### src/logic/dcache_pkg.sv
`default_nettype none

package dcache_pkg;

	// one data or address word
	typedef logic [31:0] word_t;

	// cache geometry
	localparam int SETS          = 8;
	localparam int WORDS_PER_BLK = 2;
	localparam int IDX_W         = 3;
	localparam int OFF_W         = 1;
	localparam int BYTE_W        = 2;

	// whatever is left above index, offset and byte bits
	localparam int TAG_W = 32 - IDX_W - OFF_W - BYTE_W;

	// byte address, seen raw or split into its fields
	typedef union packed {
		word_t raw;
		struct packed {
			logic [TAG_W-1:0]  tag;
			logic [IDX_W-1:0]  idx;
			logic [OFF_W-1:0]  off;
			logic [BYTE_W-1:0] byte_off;
		} f;
	} dcache_addr_u;

endpackage

`default_nettype wire

### src/logic/way_if.sv
`timescale 1ns/100ps
`default_nettype none

interface way_if;
	import dcache_pkg::*;

	// command from the controller, shared index/offset/tag
	logic [IDX_W-1:0] idx;
	logic [OFF_W-1:0] off;
	logic [TAG_W-1:0] tag;
	word_t            wdata;
	logic             word_we;
	logic             fill_done;
	logic             mark_dirty;
	logic             invalidate;

	// status of the addressed line
	logic             hit;
	logic             valid;
	logic             dirty;
	logic [TAG_W-1:0] tag_q;
	word_t            rdata;

	modport ctrl (
		output idx, off, tag, wdata, word_we, fill_done, mark_dirty, invalidate,
		input  valid, dirty
	);

	modport way (
		input  idx, off, tag, wdata, word_we, fill_done, mark_dirty, invalidate,
		output hit, valid, dirty, tag_q, rdata
	);

	modport sel (
		input hit, tag_q, rdata
	);

endinterface

`default_nettype wire

### src/logic/dcache.sv
`timescale 1ns/100ps
`default_nettype none

module dcache #(
	parameter int WAYS = 2,
	localparam int WAY_W = (WAYS > 1) ? $clog2(WAYS) : 1
) (
	input  wire                    CLK,
	input  wire                    nRST,
	input  wire                    dmem_ren,
	input  wire                    dmem_wen,
	input  wire dcache_pkg::word_t dmem_addr,
	input  wire dcache_pkg::word_t dmem_store,
	output dcache_pkg::word_t      dmem_load,
	output logic                   dhit,
	input  wire                    halt,
	output logic                   flushed,
	output logic                   mem_ren,
	output logic                   mem_wen,
	output dcache_pkg::word_t      mem_addr,
	output dcache_pkg::word_t      mem_store,
	input  wire dcache_pkg::word_t mem_load,
	input  wire                    mem_wait
);
	import dcache_pkg::*;

	logic             any_hit;
	logic [WAY_W-1:0] hit_way;
	logic [WAY_W-1:0] sel_way;
	logic [TAG_W-1:0] sel_tag;
	word_t            sel_data;

	way_if ways [WAYS] ();

	dcache_ctrl #(.WAYS(WAYS)) u_ctrl (
		.CLK        (CLK),
		.nRST       (nRST),
		.dmem_ren   (dmem_ren),
		.dmem_wen   (dmem_wen),
		.dmem_addr  (dmem_addr),
		.dmem_store (dmem_store),
		.dmem_load  (dmem_load),
		.dhit       (dhit),
		.halt       (halt),
		.flushed    (flushed),
		.mem_ren    (mem_ren),
		.mem_wen    (mem_wen),
		.mem_addr   (mem_addr),
		.mem_store  (mem_store),
		.mem_load   (mem_load),
		.mem_wait   (mem_wait),
		.ways       (ways),
		.any_hit    (any_hit),
		.hit_way    (hit_way),
		.sel_tag    (sel_tag),
		.sel_data   (sel_data),
		.sel_way    (sel_way)
	);

	for (genvar g = 0; g < WAYS; g++) begin : g_way
		dcache_way u_way (
			.CLK  (CLK),
			.nRST (nRST),
			.port (ways[g])
		);
	end

	way_select #(.WAYS(WAYS)) u_sel (
		.ways     (ways),
		.any_hit  (any_hit),
		.hit_way  (hit_way),
		.sel_tag  (sel_tag),
		.sel_data (sel_data),
		.sel_way  (sel_way)
	);

endmodule

`default_nettype wire

### src/logic/dcache_ctrl.sv
`timescale 1ns/100ps
`default_nettype none

module dcache_ctrl #(
	parameter int WAYS = 2,
	localparam int WAY_W = (WAYS > 1) ? $clog2(WAYS) : 1
) (
	input  wire                           CLK,
	input  wire                           nRST,
	input  wire                           dmem_ren,
	input  wire                           dmem_wen,
	input  wire dcache_pkg::word_t        dmem_addr,
	input  wire dcache_pkg::word_t        dmem_store,
	output dcache_pkg::word_t             dmem_load,
	output logic                          dhit,
	input  wire                           halt,
	output logic                          flushed,
	output logic                          mem_ren,
	output logic                          mem_wen,
	output dcache_pkg::word_t             mem_addr,
	output dcache_pkg::word_t             mem_store,
	input  wire dcache_pkg::word_t        mem_load,
	input  wire                           mem_wait,
	way_if.ctrl                           ways [WAYS],
	input  wire                           any_hit,
	input  wire [WAY_W-1:0]               hit_way,
	input  wire [dcache_pkg::TAG_W-1:0]   sel_tag,
	input  wire dcache_pkg::word_t        sel_data,
	output logic [WAY_W-1:0]              sel_way
);
	import dcache_pkg::*;

	localparam logic [2:0] IDLE   = 3'd0;
	localparam logic [2:0] WB     = 3'd1;
	localparam logic [2:0] REFILL = 3'd2;
	localparam logic [2:0] FLUSH  = 3'd3;
	localparam logic [2:0] DONE   = 3'd4;

	localparam logic [OFF_W-1:0] LAST_WORD = OFF_W'(WORDS_PER_BLK - 1);

	logic [2:0]       state_q, state_d;
	logic [OFF_W-1:0] word_q, word_d;
	logic [IDX_W-1:0] fl_set_q, fl_set_d;
	logic [WAY_W-1:0] fl_way_q, fl_way_d;
	logic [WAY_W-1:0] way_q, way_d;
	logic [WAY_W-1:0] mru_q [SETS];
	logic             mru_we;

	dcache_addr_u     req_a;
	dcache_addr_u     mem_a;
	logic             req;
	logic             line_done;
	logic [WAY_W-1:0] victim;

	logic [IDX_W-1:0] cmd_idx;
	logic [OFF_W-1:0] cmd_off;
	word_t            cmd_wdata;
	logic [WAYS-1:0]  valid_v;
	logic [WAYS-1:0]  dirty_v;
	logic [WAYS-1:0]  word_we_v;
	logic [WAYS-1:0]  fill_v;
	logic [WAYS-1:0]  mark_v;
	logic [WAYS-1:0]  inval_v;

	assign req_a.raw = dmem_addr;
	assign req       = dmem_ren | dmem_wen;

	// broadcast command, per-way strobes
	for (genvar g = 0; g < WAYS; g++) begin : g_way
		assign ways[g].idx        = cmd_idx;
		assign ways[g].off        = cmd_off;
		assign ways[g].tag        = req_a.f.tag;
		assign ways[g].wdata      = cmd_wdata;
		assign ways[g].word_we    = word_we_v[g];
		assign ways[g].fill_done  = fill_v[g];
		assign ways[g].mark_dirty = mark_v[g];
		assign ways[g].invalidate = inval_v[g];
		assign valid_v[g]         = ways[g].valid;
		assign dirty_v[g]         = ways[g].dirty;
	end

	// lowest invalid way, else the one after mru
	always_comb begin
		if (mru_q[req_a.f.idx] == WAY_W'(WAYS - 1)) begin
			victim = '0;
		end else begin
			victim = mru_q[req_a.f.idx] + 1'b1;
		end
		for (int w = WAYS - 1; w >= 0; w--) begin
			if (!valid_v[w]) begin
				victim = WAY_W'(w);
			end
		end
	end

	always_comb begin
		state_d   = state_q;
		word_d    = word_q;
		fl_set_d  = fl_set_q;
		fl_way_d  = fl_way_q;
		way_d     = way_q;
		mru_we    = 1'b0;
		line_done = 1'b0;
		cmd_idx   = req_a.f.idx;
		cmd_off   = req_a.f.off;
		cmd_wdata = dmem_store;
		sel_way   = way_q;
		word_we_v = '0;
		fill_v    = '0;
		mark_v    = '0;
		inval_v   = '0;
		dhit      = 1'b0;
		mem_ren   = 1'b0;
		mem_wen   = 1'b0;
		mem_a.f.tag      = req_a.f.tag;
		mem_a.f.idx      = req_a.f.idx;
		mem_a.f.off      = word_q;
		mem_a.f.byte_off = '0;

		case (state_q)
			IDLE: begin
				sel_way = hit_way;
				if (req && any_hit) begin
					dhit   = 1'b1;
					mru_we = 1'b1;
					if (dmem_wen) begin
						word_we_v[hit_way] = 1'b1;
						mark_v[hit_way]    = 1'b1;
					end
				end else if (halt) begin
					state_d  = FLUSH;
					word_d   = '0;
					fl_set_d = '0;
					fl_way_d = '0;
				end else if (req) begin
					way_d   = victim;
					word_d  = '0;
					state_d = (valid_v[victim] && dirty_v[victim]) ? WB : REFILL;
				end
			end
			WB: begin
				// victim line back to memory, old tag
				cmd_off     = word_q;
				mem_wen     = 1'b1;
				mem_a.f.tag = sel_tag;
				if (!mem_wait) begin
					word_d = word_q + 1'b1;
					if (word_q == LAST_WORD) begin
						word_d  = '0;
						state_d = REFILL;
					end
				end
			end
			REFILL: begin
				cmd_off   = word_q;
				cmd_wdata = mem_load;
				mem_ren   = 1'b1;
				if (!mem_wait) begin
					word_we_v[way_q] = 1'b1;
					word_d           = word_q + 1'b1;
					if (word_q == LAST_WORD) begin
						// retry from idle, now a hit
						fill_v[way_q] = 1'b1;
						word_d        = '0;
						state_d       = IDLE;
					end
				end
			end
			FLUSH: begin
				cmd_idx     = fl_set_q;
				cmd_off     = word_q;
				sel_way     = fl_way_q;
				mem_a.f.tag = sel_tag;
				mem_a.f.idx = fl_set_q;
				line_done   = 1'b1;
				if (valid_v[fl_way_q] && dirty_v[fl_way_q]) begin
					mem_wen   = 1'b1;
					line_done = !mem_wait && (word_q == LAST_WORD);
					if (!mem_wait) begin
						word_d = (word_q == LAST_WORD) ? '0 : word_q + 1'b1;
					end
				end
				// set order first, then way order
				if (line_done) begin
					inval_v[fl_way_q] = 1'b1;
					if (fl_way_q == WAY_W'(WAYS - 1)) begin
						fl_way_d = '0;
						fl_set_d = fl_set_q + 1'b1;
						if (fl_set_q == IDX_W'(SETS - 1)) begin
							state_d = DONE;
						end
					end else begin
						fl_way_d = fl_way_q + 1'b1;
					end
				end
			end
			DONE: begin
				state_d = DONE;
			end
			default: begin
				state_d = IDLE;
			end
		endcase
	end

	assign mem_addr  = mem_a.raw;
	assign mem_store = sel_data;
	assign dmem_load = sel_data;
	assign flushed   = (state_q == DONE);

	always_ff @(posedge CLK, negedge nRST) begin
		if (!nRST) begin
			state_q  <= IDLE;
			word_q   <= '0;
			fl_set_q <= '0;
			fl_way_q <= '0;
			way_q    <= '0;
			mru_q    <= '{default: '0};
		end else begin
			state_q  <= state_d;
			word_q   <= word_d;
			fl_set_q <= fl_set_d;
			fl_way_q <= fl_way_d;
			way_q    <= way_d;
			if (mru_we) begin
				mru_q[req_a.f.idx] <= hit_way;
			end
		end
	end

	// memory port is one direction at a time
	assert property (@(posedge CLK) disable iff (!nRST) !(mem_ren && mem_wen));

	// held request while the memory stalls
	assert property (@(posedge CLK) disable iff (!nRST)
		(mem_wait && (mem_ren || mem_wen)) |=> $stable({mem_ren, mem_wen, mem_addr}));

endmodule

`default_nettype wire

### src/logic/dcache_way.sv
`timescale 1ns/100ps
`default_nettype none

module dcache_way (
	input wire  CLK,
	input wire  nRST,
	way_if.way  port
);
	import dcache_pkg::*;

	logic [SETS-1:0]  valid_q;
	logic [SETS-1:0]  dirty_q;
	logic [TAG_W-1:0] tag_arr [SETS];
	word_t            data_arr [SETS][WORDS_PER_BLK];

	// combinational read of the addressed line
	assign port.valid = valid_q[port.idx];
	assign port.dirty = dirty_q[port.idx];
	assign port.tag_q = tag_arr[port.idx];
	assign port.rdata = data_arr[port.idx][port.off];
	assign port.hit   = valid_q[port.idx] && (tag_arr[port.idx] == port.tag);

	// line state
	always_ff @(posedge CLK, negedge nRST) begin
		if (!nRST) begin
			valid_q <= '0;
			dirty_q <= '0;
		end else begin
			if (port.invalidate) begin
				valid_q[port.idx] <= 1'b0;
				dirty_q[port.idx] <= 1'b0;
			end else if (port.fill_done) begin
				valid_q[port.idx] <= 1'b1;
				dirty_q[port.idx] <= 1'b0;
			end else if (port.mark_dirty) begin
				dirty_q[port.idx] <= 1'b1;
			end
		end
	end

	// tag and data storage
	always_ff @(posedge CLK) begin
		if (port.word_we) begin
			data_arr[port.idx][port.off] <= port.wdata;
		end
		if (port.fill_done) begin
			tag_arr[port.idx] <= port.tag;
		end
	end

	// refill end and flush never hit the same way together
	assert property (@(posedge CLK) disable iff (!nRST)
		!(port.fill_done && port.invalidate));

endmodule

`default_nettype wire

### src/logic/way_select.sv
`timescale 1ns/100ps
`default_nettype none

module way_select #(
	parameter int WAYS = 2,
	localparam int WAY_W = (WAYS > 1) ? $clog2(WAYS) : 1
) (
	way_if.sel                          ways [WAYS],
	output logic                        any_hit,
	output logic [WAY_W-1:0]            hit_way,
	output logic [dcache_pkg::TAG_W-1:0] sel_tag,
	output dcache_pkg::word_t           sel_data,
	input  wire [WAY_W-1:0]             sel_way
);
	import dcache_pkg::*;

	logic [WAYS-1:0]  hits;
	logic [TAG_W-1:0] tags [WAYS];
	word_t            datas [WAYS];

	for (genvar g = 0; g < WAYS; g++) begin : g_way
		assign hits[g]  = ways[g].hit;
		assign tags[g]  = ways[g].tag_q;
		assign datas[g] = ways[g].rdata;
	end

	// lowest hitting way wins
	always_comb begin
		hit_way = '0;
		for (int w = WAYS - 1; w >= 0; w--) begin
			if (hits[w]) begin
				hit_way = WAY_W'(w);
			end
		end
	end

	assign any_hit  = |hits;
	assign sel_tag  = tags[sel_way];
	assign sel_data = datas[sel_way];

	// a tag lives in one way of a set only
	always_comb begin
		assert #0 ($onehot0(hits));
	end

endmodule

`default_nettype wire

### config.mk
export PLATFORM = sky130hd
export DESIGN_NAME = dcache
export DESIGN_NICKNAME = d
export VERILOG_FILES = /design/src/logic/dcache_pkg.sv /design/src/logic/way_if.sv /design/src/logic/dcache.sv /design/src/logic/dcache_ctrl.sv /design/src/logic/dcache_way.sv /design/src/logic/way_select.sv
export SDC_FILE = /design/constraint.sdc
export NUM_CORES = 2
export LEC_CHECK = 0
export ABC_AREA = 1
export BUFFER_PORTS_ARGS = -buffer_cell sky130_fd_sc_hd__buf_2
export CORE_MARGIN = 2
export CORE_UTILIZATION = 55
export CTS_BUF_LIST = sky130_fd_sc_hd__clkbuf_4
export DETAILED_ROUTE_END_ITERATION = 10
export MAX_ROUTING_LAYER = met4
export PLACE_DENSITY = 0.69
export SLEW_MARGIN = 40
export SYNTH_ARGS = -nofsm -noshare
export SYNTH_HDL_FRONTEND = slang
export SYNTH_SLANG_ARGS = --single-unit
### constraint.sdc
create_clock -name CLK -period 7.09 [get_ports CLK]
set_input_delay 2.127 -clock CLK [delete_from_list [all_inputs] [get_ports CLK]]
set_output_delay 2.127 -clock CLK [all_outputs]
set_load 0.05 [all_outputs]
==> summary.md <==
| Metric | Value |
|---|---|
| Area of the multi-input gates | `roughly 15,000 um2` |
| IO Pins | `202` |
| Fin crit share | `106%` |
| Filler cells | `7,066` |
| Syn avg cell area | `13.3 um2` |
| Avg WL per Cell | `26.2 um` |
| Routed Antenna Nets | `0` |
| Violated checks | `setup timing` |
| Top-area cell type share of the netlist area | `about 73%` |
| Clk_lat worst skew | `1.29 ns` |
| DIE HEIGHT | `approximately 330 um` |
| PortBufs | `just under 200` |
| Crit path time final | `~7.5 ns` |
| Setup crit start kind | `input pin` |
| Data arrival time of the critical path | `5.37 ns` |
| DIE AREA | `110,000 um2` |
| GRT overflow | `0` |
| Syn Std Cell Area | `59,200 um2` |
| Yosys cell types | `45` |
| Ys flop type | `edfxtp_1` |
| Layout Nets | `around 5,400` |
| Via density | `6.07` |
| Final GP Congestion | `0.966` |
| Die width | `about 330 um` |
| VDD IR max | `666 uV` |
| Endpoints failing setup | `93` |
| Achievable clock frequency | `133 MHz` |
| GRT Util Overall | `33.1%` |
| Leakage | `27.2 nW` |
| Core footprint | `between 100,000 and 150,000 um2` |
| Via Count | `around 42,000` |
| Pre-CTS WS | `-0.511 ns` |
| Layout cells sized above 1 | `31.2%` |
| Root buffer cell | `clkbuf_4` |
| Final WL | `about 180,000 um` |
| Vias in the first global route | `about 41,000` |
| CTS Sinks | `1,489` |
| Post-DP HPWL | `99,600 um` |
| Slowest CP cell | `o21ai_4` |
| Starting Density | `55.3%` |
| Clock Skew | `0.172 ns` |
| Slew of the pin with the lowest slew margin | `between 0.8 and 0.9 ns` |
| CTS tree | `built` |
| Asr flop ratio synth | `around 3.3%` |
| 1st-iter DRT viols | `4,715` |
| Slew Limit Fails | `0` |
| Area growth, synth to finish | `25.0%` |
| Largest net degree at the start of global routing | `70` |
| Yosys Warn Count | `0` |
| Synth Register Bits | `1,489` |
| Syn Inst Count | `between 4,000 and 5,000` |
| Seq. cell area | `44,500 um2` |
| First-pass GRT wire length | `259,000 um` |
| Endpoints failing hold | `0` |
| Synth area leaders | `edfxtp_1 (73%), nand2_1 (7.2%), a22oi_1 (3.5%)` |
| Hold WC Path Type | `reg2reg` |
| Pwr per Cell Area | `418 nW/um2` |
| DR DRC count | `0` |
| CP endpoint kind | `output port` |
| RSZ-0062 raised after global routing | `true` |
| Max-Cap Viols | `0` |
| Post-synth EDFFs | `between 1,000 and 1,500` |
| Outcome | `finished, violations left` |
| CTS Hold Buffers Added | `0` |
| Drt pass-1 iters | `8` |
| Slowest stage delay, CP | `0.22 ns` |
| Num CTS Buffers | `380` |
| CTS Buffer Depth | `4` |
| CTS HTree Levels | `5` |
| Slew headroom | `44.4%` |
| Post-synth top area cell | `edfxtp_1` |
| Fin worst setup slack | `-0.407 ns` |
| Final core utilization | `69.2%` |
| WS Path Type | `in2out` |
| # rows | `120` |
| Initial antenna violation count | `12` |
| Register area share after synthesis | `75.2%` |
| Highest net fanout along the worst path | `7` |
| CP required | `4.96 ns` |
| Clk slew on worst S/H paths | `0.07 ns` |
| CP most frequent cell | `buf_6` |
[per-stage QoR]
step	cell area (um2)	total power, mW	std cells	setup TNS (ns)	hold slack, ns
after floorplan	59400	17.2	4435	-1.91	0.451
after global placement	65000	20.7	6155	-32.29	0.462
after detailed placement	65100	20.9	6157	-37.25	0.469
after CTS	72500	29.5	6907	-5.78	0.485
after global routing	73900	31.9	6958	-38.07	0.517
final	73900	30.9	6958	-29.73	0.487
[repair_timing]
| item | 4_1_cts | 5_1_grt |
|---|---|---|
| cloned | 15 | 7 |
| pin swaps | 40 | 83 |
| buffers inserted | 124 | 44 |
| resized for setup | 474 | 222 |
| endpoints found under the setup margin | 91 | 96 |
[final cells by class]
class / count / area share [%]
Multi-Input combinational cell: 2484 / 19.8
Sequential cell: 1489 / 60.2
Tap cell: 1403 / 2.37
Antenna cell: 9 / 0.0305
Inverter: 206 / 1.11
Timing Repair Buffer: 754 / 10.6
Clock buffer: 535 / 5.43
Clock inverter: 78 / 0.528
[per-layer routing]
metal / share of wire (%) / track usage, % / vias to the layer above / wire length, um
li1: - / - / 18300 / -
met1: 36 / 41.3 / 20500 / 65300
met2: 49 / 53.0 / 2893 / 88900
met3: 11 / 6.17 / 516 / 19300
met4: 4.7 / 14.9 / 0 / 8560
met5: 0 / - / - / 0
[cell usage after synthesis (3+ instances only)]
master     count
mux2i_1       29
o21a_1         3
nor2_1       224
nand2_2        9
nor2_2         5
nor2_4         7
a211oi_1       4
dfrtp_1       49
buf_4         55
nand2_4        5
o21ai_1       40
buf_6          9
edfxtp_1    1440
inv_1        189
nor3_1        17
a221oi_1      65
a41oi_1       52
nand3_1      293
and2_0         6
nand2_1     1130
buf_2         62
a22oi_1      278
nand3b_1       3
o21ai_0       49
o21ai_4        3
a22o_1        61
a21oi_1       73
a2bb2oi_1      3
buf_1         26
o22ai_1       16
clkbuf_1     105
clkinv_1       5
nand4_1       93
inv_2         11
[state kept, by name (all words and copies together) (netlist names), named ones only]
| name | count |
|---|---|
| g_way.u_way.data_arr | 1024 |
| g_way.u_way.tag_arr | 416 |
| u_ctrl.fl_set_q | 3 |
| u_ctrl.fl_way_q | 1 |
| u_ctrl.mru_q | 8 |
| u_ctrl.state_q | 3 |
| u_ctrl.way_q | 1 |
| u_ctrl.word_q | 1 |
[where the power goes]
group          total [mW]  internal, mW  switching (mW)
registers            10.9          10.8          0.0842
clock network        6.82          3.51            3.31
logic                13.2          4.71            8.50
total                30.9          19.0            11.9
[cell families after synthesis]
kind of cell	after synthesis	synth area share, %
simple gates	1797	12.8
flops	1489	75.2
compound gates	653	7.99
buf+inv	463	3.53
mux	29	0.491
fa+ha+maj	2	0.0423
other cells	1	0.00634
[worst paths after layout]
path | startpoint | endpoint | slack [ns] | cells past startpoint
worst max-delay path | dmem_addr[4] | dmem_load[0] | -0.41 | 26
worst min-delay path | flop | flop | 0.49 | 2
worst max register to register | u_ctrl.state_q[2] | g_way[1].u_way.data_arr[0][60] | 1.54 | 31
worst min register to register | flop | flop | 0.49 | 2
max in group asynchronous | nRST | u_ctrl.state_q[0] | 5.63 | 1
min in group asynchronous | nRST | asynchronous set/reset pin | 0.91 | 1
[worst max-delay path: cells and delay by family]
kind	cells	cell delay [ns]
compound gates	1	0.22
buf+inv	9	1.40
simple gates	16	1.58
[placed cells by master (no fill, tap or decap), types with 65 or more instances in the layout]
cell,instances
nand2_1,977
inv_1,174
buf_2,101
a21oi_1,69
nand3_1,244
nor2_1,133
a22oi_1,278
a221oi_1,65
nand4_1,93
nand2_2,119
buf_6,91
buf_12,101
buf_4,392
nor2_4,71
edfxtp_1,1440
clkbuf_4,535
No activity file was read; power rests on OpenSTA's default activity.
